### src/common/backproj_cfg.svh
`ifndef BACKPROJ_CFG_SVH
`define BACKPROJ_CFG_SVH

// detector samples in one projection line
`define LINE_SIZE 16

// projection angles in whole degrees
`define ANGLE_STEP 15
`define ANGLE_LIMIT 180
// 180 / 15 lines in the sinogram
`define NO_OF_ANGLES 12

// angle register, holds up to 255
`define ANGLE_WIDTH 8
// detector position, log2 of line size
`define S_WIDTH 4
// covers NO_OF_ANGLES * LINE_SIZE addresses
`define SG_ADDR_WIDTH 8

// raw sinogram samples, unsigned
`define SAMPLE_WIDTH 12
// filter output, signed
// 2*max sample needs one extra bit, sign needs one more
`define FILTERED_WIDTH 14

`endif
### src/common/backproj_pkg.sv
`include "backproj_cfg.svh"

package backproj_pkg;

    // projection angle in degrees
    typedef logic [`ANGLE_WIDTH-1:0] angle_t;

    // detector position within a line
    typedef logic [`S_WIDTH-1:0] s_t;

    // flat sinogram memory address, angle index * line size + s
    typedef logic [`SG_ADDR_WIDTH-1:0] sg_addr_t;

    // unsigned sample from the sinogram memory
    typedef logic [`SAMPLE_WIDTH-1:0] sample_t;

    // ramp filtered sample, may go negative
    typedef logic signed [`FILTERED_WIDTH-1:0] filtered_t;

    // angle sequencer states
    // prime_s fills the very first line before anything is visible
    typedef enum logic [1:0] {
        ready_s,
        prime_s,
        work_s
    } seq_state_e;

    // line fetcher states
    // flush_s waits out the memory read latency of the last sample
    typedef enum logic [1:0] {
        idle_s,
        read_s,
        flush_s
    } fetch_state_e;

endpackage

### src/verilog/backproj_sino_top.sv
`timescale 1ns/100ps
`include "backproj_cfg.svh"

module backproj_sino_top
    import backproj_pkg::*;
(
    input  logic      clk,
    input  logic      reset_n,
    input  logic      kick,
    input  logic      next_angle,
    input  s_t        rd_s,
    input  sample_t   sg_data,
    output logic      done,
    output logic      line_valid,
    output angle_t    angle,
    output logic      next_angle_ack,
    output filtered_t rd_data,
    output sg_addr_t  sg_addr,
    output logic      sg_rd
);

    // sequencer to fetcher
    logic      fill_start;
    sg_addr_t  fill_base;
    // fetcher to filter
    logic      in_valid;
    logic      in_first;
    logic      in_last;
    sample_t   in_sample;
    // filter to buffer and sequencer
    logic      wr_en;
    s_t        wr_s;
    filtered_t wr_data;
    logic      fill_done;
    // sequencer to buffer
    logic      swap;

    angle_sequencer u_angle_sequencer (
        .clk            (clk),
        .reset_n        (reset_n),
        .kick           (kick),
        .next_angle     (next_angle),
        .fill_done      (fill_done),
        .angle          (angle),
        .line_valid     (line_valid),
        .next_angle_ack (next_angle_ack),
        .done           (done),
        .fill_start     (fill_start),
        .fill_base      (fill_base),
        .swap           (swap)
    );

    sino_line_fetcher u_sino_line_fetcher (
        .clk        (clk),
        .reset_n    (reset_n),
        .fill_start (fill_start),
        .fill_base  (fill_base),
        .sg_addr    (sg_addr),
        .sg_rd      (sg_rd),
        .sg_data    (sg_data),
        .in_valid   (in_valid),
        .in_first   (in_first),
        .in_last    (in_last),
        .in_sample  (in_sample)
    );

    ramp_filter u_ramp_filter (
        .clk       (clk),
        .reset_n   (reset_n),
        .in_valid  (in_valid),
        .in_first  (in_first),
        .in_last   (in_last),
        .in_sample (in_sample),
        .wr_en     (wr_en),
        .wr_s      (wr_s),
        .wr_data   (wr_data),
        .fill_done (fill_done)
    );

    filtered_line_buffer u_filtered_line_buffer (
        .clk     (clk),
        .wr_en   (wr_en),
        .wr_s    (wr_s),
        .wr_data (wr_data),
        .swap    (swap),
        .rd_s    (rd_s),
        .rd_data (rd_data),
        .reset_n (reset_n)
    );

endmodule

### src/verilog/filtered_line_buffer.sv
`timescale 1ns/100ps
`include "backproj_cfg.svh"

module filtered_line_buffer
    import backproj_pkg::*;
(
    input  logic      clk,
    input  logic      wr_en,
    input  s_t        wr_s,
    input  filtered_t wr_data,
    input  logic      swap,
    input  s_t        rd_s,
    output filtered_t rd_data,
    input  logic      reset_n
);

    // two line banks
    filtered_t bank0 [`LINE_SIZE];
    filtered_t bank1 [`LINE_SIZE];

    // bank currently seen by the consumer
    logic front;

    always_ff @(posedge clk)
    begin
        if (!reset_n)
            front <= 1'b0;
        else if (swap)
            front <= ~front;
    end

    // filter writes always land in the back bank
    always_ff @(posedge clk)
    begin
        if (wr_en)
        begin
            if (front)
                bank0[wr_s] <= wr_data;
            else
                bank1[wr_s] <= wr_data;
        end
    end

    // registered read from the front bank
    always_ff @(posedge clk)
    begin
        if (front)
            rd_data <= bank1[rd_s];
        else
            rd_data <= bank0[rd_s];
    end

endmodule

### src/sino_fetch/ramp_filter.sv
`timescale 1ns/100ps
`include "backproj_cfg.svh"

module ramp_filter
    import backproj_pkg::*;
(
    input  logic      clk,
    input  logic      reset_n,
    input  logic      in_valid,
    input  logic      in_first,
    input  logic      in_last,
    input  sample_t   in_sample,
    output logic      wr_en,
    output s_t        wr_s,
    output filtered_t wr_data,
    output logic      fill_done
);

    // x[s-1] and x[s-2] relative to the incoming sample x[s]
    sample_t   prev1;
    sample_t   prev2;
    // position of the next output
    s_t        out_pos;
    // one more output owed after the last sample
    logic      flush_pend;
    sample_t   right_x;
    filtered_t y;
    logic      emit;

    // y = 2*centre - left - right, all zero extended
    function automatic filtered_t ramp(sample_t left, sample_t centre, sample_t right);
        filtered_t l;
        filtered_t c;
        filtered_t r;
        l = filtered_t'({{(`FILTERED_WIDTH - `SAMPLE_WIDTH){1'b0}}, left});
        c = filtered_t'({{(`FILTERED_WIDTH - `SAMPLE_WIDTH){1'b0}}, centre});
        r = filtered_t'({{(`FILTERED_WIDTH - `SAMPLE_WIDTH){1'b0}}, right});
        return (c <<< 1) - l - r;
    endfunction

    // right neighbour of position 15 is outside the line
    assign right_x = flush_pend ? '0 : in_sample;
    assign y       = ramp(prev2, prev1, right_x);
    // write once per sample after the first, plus the flush
    assign emit    = flush_pend || (in_valid && !in_first);

    always_ff @(posedge clk)
    begin
        if (!reset_n)
        begin
            wr_en      <= 1'b0;
            fill_done  <= 1'b0;
            flush_pend <= 1'b0;
            out_pos    <= '0;
        end
        else
        begin
            wr_en      <= emit;
            // line complete with the flushed write
            fill_done  <= flush_pend;
            flush_pend <= in_valid && in_last;
            if (in_valid && in_first)
                out_pos <= '0;
            else if (emit)
                out_pos <= out_pos + 1'b1;
        end
    end

    always_ff @(posedge clk)
    begin
        // left edge sees zero before x[0]
        if (in_valid)
        begin
            prev1 <= in_sample;
            prev2 <= in_first ? '0 : prev1;
        end
        if (emit)
        begin
            wr_s    <= out_pos;
            wr_data <= y;
        end
    end

endmodule

### src/sino_fetch/sino_line_fetcher.sv
`timescale 1ns/100ps
`include "backproj_cfg.svh"

module sino_line_fetcher
    import backproj_pkg::*;
(
    input  logic     clk,
    input  logic     reset_n,
    input  logic     fill_start,
    input  sg_addr_t fill_base,
    output sg_addr_t sg_addr,
    output logic     sg_rd,
    input  sample_t  sg_data,
    output logic     in_valid,
    output logic     in_first,
    output logic     in_last,
    output sample_t  in_sample
);

    fetch_state_e state;

    // position s of the read currently on sg_addr
    s_t rd_cnt;

    // memory answers a cycle late, sample goes straight on
    assign in_sample = sg_data;

    always_ff @(posedge clk)
    begin
        if (!reset_n)
        begin
            state  <= idle_s;
            sg_rd  <= 1'b0;
            rd_cnt <= '0;
        end
        else
        begin
            case (state)
                idle_s:
                begin
                    if (fill_start)
                    begin
                        state  <= read_s;
                        sg_rd  <= 1'b1;
                        rd_cnt <= '0;
                    end
                end
                read_s:
                begin
                    // LINE_SIZE back to back reads
                    if (rd_cnt == s_t'(`LINE_SIZE - 1))
                    begin
                        state <= flush_s;
                        sg_rd <= 1'b0;
                    end
                    else
                        rd_cnt <= rd_cnt + 1'b1;
                end
                flush_s:
                    // last sample is on sg_data now
                    state <= idle_s;
                default:
                    state <= idle_s;
            endcase
        end
    end

    // address walks with the counter
    always_ff @(posedge clk)
    begin
        if (state == idle_s)
            sg_addr <= fill_base;
        else if (state == read_s)
            sg_addr <= sg_addr + 1'b1;
    end

    // read markers delayed one cycle to meet the returned data
    always_ff @(posedge clk)
    begin
        if (!reset_n)
        begin
            in_valid <= 1'b0;
            in_first <= 1'b0;
            in_last  <= 1'b0;
        end
        else
        begin
            in_valid <= sg_rd;
            in_first <= sg_rd && (rd_cnt == '0);
            in_last  <= sg_rd && (rd_cnt == s_t'(`LINE_SIZE - 1));
        end
    end

endmodule

### src/verilog/angle_sequencer.sv
`timescale 1ns/100ps
`include "backproj_cfg.svh"

module angle_sequencer
    import backproj_pkg::*;
(
    input  logic     clk,
    input  logic     reset_n,
    input  logic     kick,
    input  logic     next_angle,
    input  logic     fill_done,
    output angle_t   angle,
    output logic     line_valid,
    output logic     next_angle_ack,
    output logic     done,
    output logic     fill_start,
    output sg_addr_t fill_base,
    output logic     swap
);

    seq_state_e state;

    // back bank holds the line for angle + step
    logic back_full;
    logic has_next;
    logic more_fills;
    logic advance;
    logic finish;

    // another angle exists after the one in the front bank
    assign has_next = (state == work_s) &&
                      (angle < angle_t'(`ANGLE_LIMIT - `ANGLE_STEP));

    // fill_base is the base of the last started fill
    assign more_fills = fill_base < sg_addr_t'((`NO_OF_ANGLES - 1) * `LINE_SIZE);

    // consumer done with front bank and the back line is ready
    // ack cycle itself is skipped, next_angle is still high there
    assign advance = has_next && next_angle && back_full && !next_angle_ack;

    // last angle consumed
    assign finish = (state == work_s) && !has_next && next_angle && !next_angle_ack;

    always_ff @(posedge clk)
    begin
        if (!reset_n)
        begin
            state          <= ready_s;
            angle          <= '0;
            fill_base      <= '0;
            back_full      <= 1'b0;
            line_valid     <= 1'b0;
            next_angle_ack <= 1'b0;
            done           <= 1'b0;
            fill_start     <= 1'b0;
            swap           <= 1'b0;
        end
        else
        begin
            // strobes last one cycle
            fill_start     <= 1'b0;
            swap           <= 1'b0;
            next_angle_ack <= 1'b0;
            done           <= 1'b0;
            case (state)
                ready_s:
                begin
                    // start with angle 0 at sinogram base 0
                    if (kick)
                    begin
                        state      <= prime_s;
                        angle      <= '0;
                        fill_base  <= '0;
                        back_full  <= 1'b0;
                        fill_start <= 1'b1;
                    end
                end
                prime_s:
                begin
                    // first line lands, make it visible and fetch the next one
                    if (fill_done)
                    begin
                        state      <= work_s;
                        swap       <= 1'b1;
                        line_valid <= 1'b1;
                        if (more_fills)
                        begin
                            fill_base  <= fill_base + sg_addr_t'(`LINE_SIZE);
                            fill_start <= 1'b1;
                        end
                    end
                end
                work_s:
                begin
                    if (fill_done)
                        back_full <= 1'b1;
                    if (advance)
                    begin
                        // ack, swap, angle step and next fill all in one cycle
                        next_angle_ack <= 1'b1;
                        angle          <= angle + angle_t'(`ANGLE_STEP);
                        swap           <= 1'b1;
                        back_full      <= 1'b0;
                        if (more_fills)
                        begin
                            fill_base  <= fill_base + sg_addr_t'(`LINE_SIZE);
                            fill_start <= 1'b1;
                        end
                    end
                    else if (finish)
                    begin
                        done       <= 1'b1;
                        line_valid <= 1'b0;
                        state      <= ready_s;
                    end
                end
                default:
                    state <= ready_s;
            endcase
        end
    end

endmodule

### config.mk
export PLATFORM = sky130hd
export DESIGN_NAME = backproj_sino_top
export DESIGN_NICKNAME = d
export VERILOG_FILES = /design/src/common/backproj_pkg.sv /design/src/verilog/backproj_sino_top.sv /design/src/verilog/filtered_line_buffer.sv /design/src/sino_fetch/ramp_filter.sv /design/src/sino_fetch/sino_line_fetcher.sv /design/src/verilog/angle_sequencer.sv
export VERILOG_INCLUDE_DIRS = /design/src /design/src/common
export SDC_FILE = /design/constraint.sdc
export NUM_CORES = 1
export LEC_CHECK = 0
export CORE_MARGIN = 1.5
export CORE_UTILIZATION = 45
export CTS_CLUSTER_SIZE = 20
export DETAILED_ROUTE_END_ITERATION = 8
export DONT_BUFFER_PORTS = 1
export SLEW_MARGIN = 15
export SYNTH_ARGS = -nofsm -noshare
export SYNTH_HDL_FRONTEND = slang
export SYNTH_SLANG_ARGS = --single-unit
export TNS_END_PERCENT = 30
### constraint.sdc
create_clock -name clk -period 3.3 [get_ports clk]
set_input_delay 0.495 -clock clk [delete_from_list [all_inputs] [get_ports clk]]
set_output_delay 0.495 -clock clk [all_outputs]
set_load 0.1 [all_outputs]
==> results of run 1 <==
-- final cells by class --
| class | instances | area (µm²) |
|---|---|---|
| clock buffer | 81 | 1577 |
| clock inverter | 23 | 237.7 |
| sequential | 550 | 16000 |
| inverter | 34 | 127.6 |
| multi-input combinational | 653 | 5674 |
| tap | 615 | 769.5 |
| timing repair buffer | 83 | 775.7 |
| fill | 3869 | 22890 |
-- worst max-delay path, cell delays in order, from the launching register on --
cell and delay, ns:
dfxtp_1 0.34, inv_1 0.26, nand2_1 0.12, fa_1 0.45
ha_1 0.38, a21o_1 0.20, a221oi_1 0.33, nand2b_1 0.11
a21boi_0 0.35, xnor2_1 0.11
-- state kept, by name, indices dropped and copies added, names as in the netlist, 2 cells and up --
register                        cells
u_angle_sequencer.angle             8
u_filtered_line_buffer.rd_data     14
u_ramp_filter.wr_s                  4
u_ramp_filter.out_pos               4
u_ramp_filter.wr_data              14
u_sino_line_fetcher.rd_cnt          4
u_filtered_line_buffer.bank1      224
u_ramp_filter.prev2                12
u_angle_sequencer.fill_base         4
u_ramp_filter.prev1                12
u_filtered_line_buffer.bank0      224
u_angle_sequencer.state             2
u_sino_line_fetcher.sg_addr         8
u_sino_line_fetcher.state           2
-- metal layers --
layer / share of wire / up-vias / wire length [µm]
li1: - / 5245 / -
met1: 0.44 / 5892 / 21100
met2: 0.48 / 261 / 23010
met3: 0.054 / 82 / 2593
met4: 0.027 / 2 / 1288
met5: 0.00023 / - / 11
-- per-stage QoR --
step,area (µm²),utilization,cells,hold slack [ns],setup WS [ns]
6_report,25160,0.5236,2039,0.04215,0.3874
5_1_grt,25160,0.5236,2039,0.01344,0.1777
3_3_place_gp,23040,0.4796,1914,0.4362,0.4656
2_1_floorplan,22080,-,1297,0.4280,0.6051
4_1_cts,24990,0.5201,2031,0.0006828,0.3887
3_5_place_dp,23040,0.4796,1914,0.4418,0.3986
-- how the worst min path moves through the flow --
| stage | startpoint | end | slack [ns] | cells after the start |
|---|---|---|---|---|
| CTS | reset_n | u_ramp_filter.out_pos[0] | 0.0007 | 1 |
| finish | reset_n | u_ramp_filter.out_pos[0] | 0.04 | 1 |
| detailed placement | u_ramp_filter.out_pos[3] | u_ramp_filter.wr_s[3] | 0.44 | 0 |
| floorplan | u_ramp_filter.out_pos[3] | u_ramp_filter.wr_s[3] | 0.43 | 0 |
| global placement | u_ramp_filter.out_pos[3] | u_ramp_filter.wr_s[3] | 0.44 | 0 |
| global route | reset_n | u_ramp_filter.out_pos[1] | 0.01 | 1 |
-- logic make-up (layout without fill, tap and decap cells) --
family / count (synthesis) / after routing / share of synthesized area
buf+inv: 94 / 221 / 0.02069
xor+xnor: 23 / 23 / 0.009125
mux: 173 / 173 / 0.1107
fa+ha+maj: 39 / 39 / 0.02584
flops: 550 / 550 / 0.7246
simple gates: 254 / 254 / 0.05792
compound gates: 164 / 164 / 0.05118
-- cells in the final DEF, fill, tap and decap left out, types with 22 or more instances in the layout --
master	n
clkbuf_16	58
inv_1	34
nand2_1	59
nand4_1	22
nand3_1	41
mux2i_1	117
a21oi_1	33
dfxtp_1	52
nor2_1	47
a22oi_1	70
mux4_2	53
buf_4	61
nor2b_1	22
ha_1	28
edfxtp_1	498
-- report_power, final --
part | internal, µW | switching [µW]
logic | 533 | 920
clock network | 3690 | 2550
registers | 7840 | 358
total | 12100 | 3830
==> out/metrics.yaml, run 1 <==
dp_hpwl_um: 28130
hold_viol_final: 0
holdBufCountCts: 13
synth_most_common_cell: "edfxtp_1"
final.period_utilization: 0.8826
synth-edff-count: 498
cts_tree: "done"
met1_usage: 0.2645
cp-start-kind: "register"
max_freq_mhz: 343.3
arrival_ns: 3.25
start_util: 0.4595
row_count: 80
cp_max_fo: 9
die_x_um: 224.5
globalRouteMet2Util: 0.3135
p_total_uw: 15900
totalWireLength_um: 48010
cts_buffers: 56
insertion_delay_ns: 0.60
cp-endpoint: "u_ramp_filter.wr_data[11]"
worst_slew_pin_slew_ns: 1.186
post_cts_resized: 0
viasPerCell: 5.631
overflow: 0
cts_root_buffer: "clkbuf_16"
io_buffers: 0
ant_nets: 0
die-area_um2: 50400
vdd_drop_max_mv: 0.4666
io_pins: 54
rsz0062_at_grt: "false"
gp_congestion: 0.8214
grt_pass1_vias: 11660
reg2reg_depth: 9
slew_violations: 0
routedWlPerCell_um: 23.55
r2r_start: "u_ramp_filter.flush_pend"
path_class: "register to register"
synthCells: 1297
clk_path_buf_depth: 3
drive_above_1_share: 0.1552
netlist_area_um2: 22080
synth_ff_type: "edfxtp_1"
clk_pin_slew_worst_paths_ns: 0.06
async_flop_share: 0
dr.pass1.iters: 5
htreeDepth: 2
hold_class: "primary input to register"
grt_usage: 0.1934
setup_violations: 0
synth_cell_types: 59
syn_to_final_growth_pct: 13.95
outcome: "complete, no violations"
route.vias.total: 11480
yosysWarningCount: 0
core_area_um2: 48050
cts_setup_buffers: 0
synth_top_cell_area_share: 0.6774
die_h_um: 224.5
maxCapViolCount: 0
synthTopCellsByArea: "edfxtp_1, mux4_2, mux2i_1"
ys_seq_area_frac: 0.7246
yosys.area.top_type: "edfxtp_1"
ys_seq_elements: 550
nets: 1437
tns_ns: 0
grt_pass1_wl_um: 71950
fin_crit_ns: 2.913
drc: 0
r2r-end: "u_ramp_filter.wr_data[11]"
drt_iter0_drc: 910
clock_skew_ns: 0.01082
n_antenna_cell: 0
grt_busiest_layer: "met2"
cp.required_ns: 3.63
rrSetupSlack_ns: 0.39
grt_max_degree: 169
worstSetupEndpointType: "register"
p_leak_uw: 0.008665
startpoint: "u_ramp_filter.flush_pend"
netlist_top_cells_count: "edfxtp_1, mux2i_1, a22oi_1, nand2_1, mux4_2"
slew_headroom: 0.2094
syn_avg_cell_area_um2: 17.02
antenna_found_initial: 1
grt_util_met3: 0.03841
cts_num_sinks: 550
synth_fp_nets: 1356
pwr_density_cell_nw_per_um2: 631.9
No activity file was read; power rests on OpenSTA's default activity.
==> run 2, diff against run 1 <==
--- a/config.mk
+++ b/config.mk
@@ -6,7 +6,7 @@
 export SDC_FILE = /design/constraint.sdc
 export NUM_CORES = 1
 export LEC_CHECK = 0
-export CORE_MARGIN = 1.5
+export CORE_MARGIN = 2
 export CORE_UTILIZATION = 45
 export CTS_CLUSTER_SIZE = 20
 export DETAILED_ROUTE_END_ITERATION = 8
==> constraint.sdc (replaced) <==
create_clock -name clk -period 3.3 [get_ports clk]
set_input_delay 0.33 -clock clk [delete_from_list [all_inputs] [get_ports clk]]
set_output_delay 0.33 -clock clk [all_outputs]
set_load 0.005 [all_outputs]
==> run 2 against run 1 <==
Effect of this change:
- worst setup slack lost 0.037 ns
- count of clock-buffer cells in the layout is 1 higher
- flip-flop and latch count did not move
- cell area shrank 0.39%
- sequential power is 2% lower
- via count is 0.84% lower
- first-iteration DRC count rose by 8.9%
- register-to-register slack got worse by 0.04 ns
- critical path type unchanged
- largest power group unchanged
==> out/metrics.yaml, run 2 (synthesis results as in run 1) <==
dp_hpwl_um: 27500
die-area_um2: 50850
routedWlPerCell_um: 23.65
rsz0062_at_grt: "false"
fill_cells: 3983
hold_class: "primary input to register"
insertion_delay_ns: 0.60
clock_skew_ns: 0.02082
grt_max_degree: 169
worstSetupEndpointType: "register"
cts_tree: "done"
post_cts_resized: 0
start_util: 0.4538
antenna_found_initial: 4
die_x_um: 225.5
max_freq_mhz: 339.0
pwr_density_cell_nw_per_um2: 622.6
clk_pin_slew_worst_paths_ns: 0.06
slew_violations: 0
hold_viol_final: 0
syn_to_final_growth_pct: 13.51
place_area_um2: 22930
grt_pass1_wl_um: 71770
final_util: 0.5151
cts_root_buffer: "clkbuf_16"
drt_iter0_drc: 991
reg_top3: "u_filtered_line_buffer.bank0: 224 flops, u_filtered_line_buffer.bank1: 224 flops"
die_h_um: 225.5
totalWireLength_um: 48070
io_pins: 54
vdd_drop_max_mv: 0.6985
final.period_utilization: 0.8938
cts_num_sinks: 550
tns_ns: 0
setup_violations: 0
path_class: "register to register"
dp_slack_ns: 0.3265
design_area_um2: 25060
drive_above_1_share: 0.1535
fin_crit_ns: 2.950
slew_headroom: 0.2526
worst_slew_pin_slew_ns: 1.121
nets: 1421
row_count: 81
cp.required_ns: 3.71
outcome: "complete, no violations"
io_buffers: 0
p_leak_uw: 0.008608
layout_commonest_cell: "edfxtp_1"
drc: 0
cts_buffers: 57
dr.pass1.iters: 5
hold_start: "reset_n"
core_area_um2: 48650
clk_path_buf_depth: 3
arrival_ns: 3.36
final_cell_mix: "edfxtp_1, mux2i_1, a22oi_1"
grt_pass1_vias: 11480
gp_congestion: 0.7681
timing.final.ws_setup_ns: 0.3505
r2r_start: "u_ramp_filter.flush_pend"
grt_usage: 0.1912
route.vias.total: 11390
viasPerCell: 5.603
startpoint: "u_ramp_filter.flush_pend"
htreeDepth: 2
ant_nets: 0
maxCapViolCount: 0
cp-start-kind: "register"
cp_max_fo: 13
overflow: 0
==> run 2: cell types whose count changed in the layout (fill, tap and decap cells not counted), moves of 2 or more <==
| cell | change |
|---|---|
| buf_16 | -2 |
| buf_4 | -15 |
| clkbuf_1 | -7 |
| clkbuf_8 | +8 |
| clkinv_1 | -6 |
| clkinv_2 | +5 |
| diode_2 | +3 |
==> run 2: per-layer routing <==
| layer | vias to the layer above | track usage | share of wire |
|---|---|---|---|
| met5 | - | 0 | 0 |
| met4 | 0 | 0.07285 | 0.029 |
| met3 | 73 | 0.03977 | 0.057 |
| met2 | 264 | 0.3054 | 0.47 |
| met1 | 5830 | 0.2592 | 0.44 |
| li1 | 5218 | - | - |
==> run 2: metrics by stage <==
stage               hold WS, ns  power, µW  cells
CTS                     0.05907      15740   2023
global route             0.1070      16170   2029
global placement         0.4290       9280   1905
detailed placement       0.4290       9316   1905
floorplan                0.4280       9029   1297
finish                   0.1169      15600   2032
==> run 2: path summary, 6_finish.rpt <==
check,to,slack [ns],depth (start not counted)
max reg2reg,u_ramp_filter.wr_data[10],0.35,8
min,u_angle_sequencer.angle[6],0.12,2
min reg2reg,u_ramp_filter.wr_s[3],0.46,0
max,u_ramp_filter.wr_data[10],0.35,8
==> run 2: power breakdown <==
part           leakage, µW  total (µW)  switching [µW]  internal [µW]
Combinational      0.00274        1180             697            487
Clock             0.000944        6400            2610           3790
Sequential         0.00493        8020             179           7840
Total              0.00861       15600            3480          12100
==> run 2: what timing repair did <==
action,4_1_cts,5_1_grt
hold endpoints to repair,46,0
buffers inserted,0,0
hold buffers,14,0
==> run 2: layout make-up <==
cell class | count | area, µm² | area share
clock buffer | 82 | 1660 | 0.06626
clock inverter | 22 | 222.7 | 0.008888
timing repair buffer | 66 | 588.1 | 0.02347
sequential | 550 | 16000 | 0.6383
multi-input combinational | 653 | 5679 | 0.2266
inverter | 34 | 127.6 | 0.005093
tap | 622 | 778.2 | 0.03106
antenna | 3 | 7.507 | 0.0002996
==> run 2: critical path, stage by stage, from the launching register on <==
cell and delay (ns):
dfxtp_1 0.34, inv_1 0.34, nand2_1 0.13, fa_1 0.48
ha_1 0.34, and2_1 0.22, a2111oi_0 0.46, nor3b_1 0.13
a221oi_1 0.30
==> run 3, diff against run 2 <==
--- a/config.mk
+++ b/config.mk
@@ -6,6 +6,7 @@
 export SDC_FILE = /design/constraint.sdc
 export NUM_CORES = 1
 export LEC_CHECK = 0
+export ABC_AREA = 1
 export CORE_MARGIN = 2
 export CORE_UTILIZATION = 45
 export CTS_CLUSTER_SIZE = 20
==> run 3 against run 2 <==
Effect of this change:
- sequential share of layout area fell by 1.7 points
- combinational power rose by 19%
- cell count rose by 38%
- fmax rose by 7.3%
- flip-flop and latch count did not move
- count of clock-buffer cells in the layout fell by 10
- first-iteration DRC count rose by 20%
- hold slack got worse by 0.063 ns
- non-clock buffer count rose by 6
- synthesized cell count rose by 60%
- worst setup slack improved by 0.20 ns
- register-to-register slack improved by 0.20 ns
==> out/metrics.yaml, run 3 <==
outcome: "complete, no violations"
cp_max_fo: 11
arrival_ns: 3.08
synthCells: 2072
syn_to_final_growth_pct: 11.59
start_util: 0.4578
cp-start-kind: "register"
cts_num_sinks: 550
synth_most_common_cell: "nand2_1"
htreeDepth: 2
combinationalPowerShare: 0.092
row_count: 82
syn_avg_cell_area_um2: 11.13
die-area_um2: 53070
die_h_um: 230.4
ant_nets: 0
rsz0062_at_grt: "false"
n_antenna_cell: 0
drive_above_1_share: 0.06212
gp_congestion: 0.8297
netlist_area_um2: 23060
slew_violations: 0
reg2reg_depth: 9
final_util: 0.5109
vdd_drop_max_mv: 0.4442
p_total_uw: 15180
viasPerCell: 5.282
core_area_um2: 50380
path_class: "register to register"
cp.required_ns: 3.63
power.share.sequential: 0.523
drt_iter0_drc: 1193
synthTopCellsByArea: "edfxtp_1, nand2_1, nand3_1"
synth-edff-count: 498
post_cts_resized: 0
insertion_delay_ns: 0.61
synth_top_cell_area_share: 0.6484
grt_max_degree: 226
slew_headroom: 0.4599
r2r_start: "u_ramp_filter.flush_pend"
worstSetupEndpointType: "register"
yosysWarningCount: 0
hold_start: "rd_s[3]"
io_pins: 54
drc: 0
final_cell_mix: "nand2_1, edfxtp_1, nand3_1"
synth_fp_nets: 2131
dr.pass1.iters: 5
synth_cell_types: 33
worst_slew_pin_slew_ns: 0.8093
cts_buffers: 56
hold_class: "primary input to register"
ys_seq_elements: 550
clk_pin_slew_worst_paths_ns: 0.06
pwr_density_cell_nw_per_um2: 590.0
synth_ff_type: "edfxtp_1"
routedWlPerCell_um: 19.30
r2r-end: "u_ramp_filter.wr_data[11]"
grt_pass1_vias: 14520
reg_top3: "u_filtered_line_buffer.bank0: 224 flops, u_filtered_line_buffer.bank1: 224 flops"
tns_ns: 0
grt_usage: 0.2054
hold_viol_final: 0
fill_cells: 4430
grt_pass1_wl_um: 83590
clk_path_buf_depth: 3
async_flop_share: 0
die_x_um: 230.4
ys_seq_area_frac: 0.6936
maxCapViolCount: 0
totalWireLength_um: 54280
fin_crit_ns: 2.750
dp_hpwl_um: 30230
cts_root_buffer: "clkbuf_16"
route.vias.total: 14860
power.switching_uw: 3614
nets: 2157
io_buffers: 0
layout_commonest_cell: "nand2_1"
switching_share: 0.2380
clock_skew_ns: 0.02128
setup_violations: 0
rrSetupSlack_ns: 0.55
yosys.area.top_type: "edfxtp_1"
hold_depth: 3
cts_tree: "done"
clkPwrFrac: 0.385
netlist_top_cells_count: "nand2_1, edfxtp_1, nand3_1, nor2_1, inv_1"
max_freq_mhz: 363.6
antenna_found_initial: 0
overflow: 0
final.period_utilization: 0.8334
internal-power_uw: 11570
worstHoldEndpoint: "u_filtered_line_buffer.rd_data[2]"
p_leak_uw: 0.009574
run 3: cell types whose count changed in the layout (fill, tap and decap cells not counted), sizes merged, moves of 56 or more:
cell,before,now
a22oi,71,0
inv,36,94
mux2i,117,0
mux4,56,0
nand2,59,683
nand3,41,394
run 3: stage by stage:
stage / instances / hold slack [ns] / setup WS, ns / instance area (µm²)
floorplan: 2072 / 0.4045 / 0.8575 / 23060
global placement: 2692 / 0.4178 / 0.6019 / 23810
detailed placement: 2692 / 0.4132 / 0.5469 / 23810
CTS: 2808 / 0.01219 / 0.5387 / 25630
global route: 2813 / 0.03204 / 0.3031 / 25730
finish: 2813 / 0.05397 / 0.5499 / 25730
run 3: repair_timing:
item	CTS	global route
endpoints found under the hold margin	36	0
hold buffers	15	0
endpoints found under the setup margin	0	0
setup buffers	0	0
run 3: area by class of cell:
class                           instances  area (µm²)  area share
Clock buffer                           72        1483     0.05761
Clock inverter                         29       188.9    0.007341
Inverter                               93       355.3     0.01381
Multi-Input combinational cell       1325        6168      0.2397
Sequential cell                       550       16000      0.6215
Tap cell                              672       840.8     0.03267
Timing Repair Buffer                   72       703.2     0.02732
run 3: power groups by stage:
stage / combinational, µW / sequential, µW / clock, µW
after detailed placement: 1340 / 8110 / 0
after floorplan: 1020 / 8100 / 0
after CTS: 1370 / 7970 / 5980
after global routing: 1600 / 7960 / 6230
after global placement: 1320 / 8110 / 0
final: 1400 / 7940 / 5840
run 3: metal layers:
| layer | up-vias | GRT usage | wire (µm) | share of wire |
|---|---|---|---|---|
| met2 | 372 | 0.3470 | 26430 | 0.49 |
| met4 | 0 | 0.06552 | 1281 | 0.024 |
| li1 | 7168 | - | - | - |
| met5 | - | 0 | 0 | 0 |
| met3 | 84 | 0.03446 | 2842 | 0.052 |
| met1 | 7235 | 0.2714 | 23730 | 0.44 |
run 3: cells by family after synthesis:
| family | share of synthesized area |
|---|---|
| AND/OR/NAND/NOR | 0.2206 |
| adder cells (fa/ha/maj) | 0.02474 |
| buffers and inverters | 0.03895 |
| XOR/XNOR | 0.006456 |
| flip-flops | 0.6936 |
| AO/OA/AOI/OAI | 0.01562 |
run 3: worst max-delay path by stage:
stage | slack [ns] | startpoint | cells past startpoint | end
2_1_floorplan | 0.86 | u_ramp_filter.flush_pend | 10 | u_ramp_filter.wr_data[11]
3_5_place_dp | 0.55 | u_ramp_filter.flush_pend | 9 | u_ramp_filter.wr_data[11]
3_3_place_gp | 0.60 | u_ramp_filter.flush_pend | 9 | u_ramp_filter.wr_data[11]
6_report | 0.55 | u_ramp_filter.flush_pend | 9 | u_ramp_filter.wr_data[11]
5_1_grt | 0.30 | u_ramp_filter.flush_pend | 9 | u_ramp_filter.wr_data[11]
4_1_cts | 0.54 | u_ramp_filter.flush_pend | 9 | u_ramp_filter.wr_data[11]
run 3: worst max-delay path, stage by stage (launching register included):
cell,delay [ns]
dfxtp_1,0.33
inv_1,0.31
nand2_1,0.12
fa_1,0.45
ha_1,0.35
nand2_1,0.08
o21ai_0,0.43
nand4_1,0.16
nand3_1,0.17
xor2_1,0.09
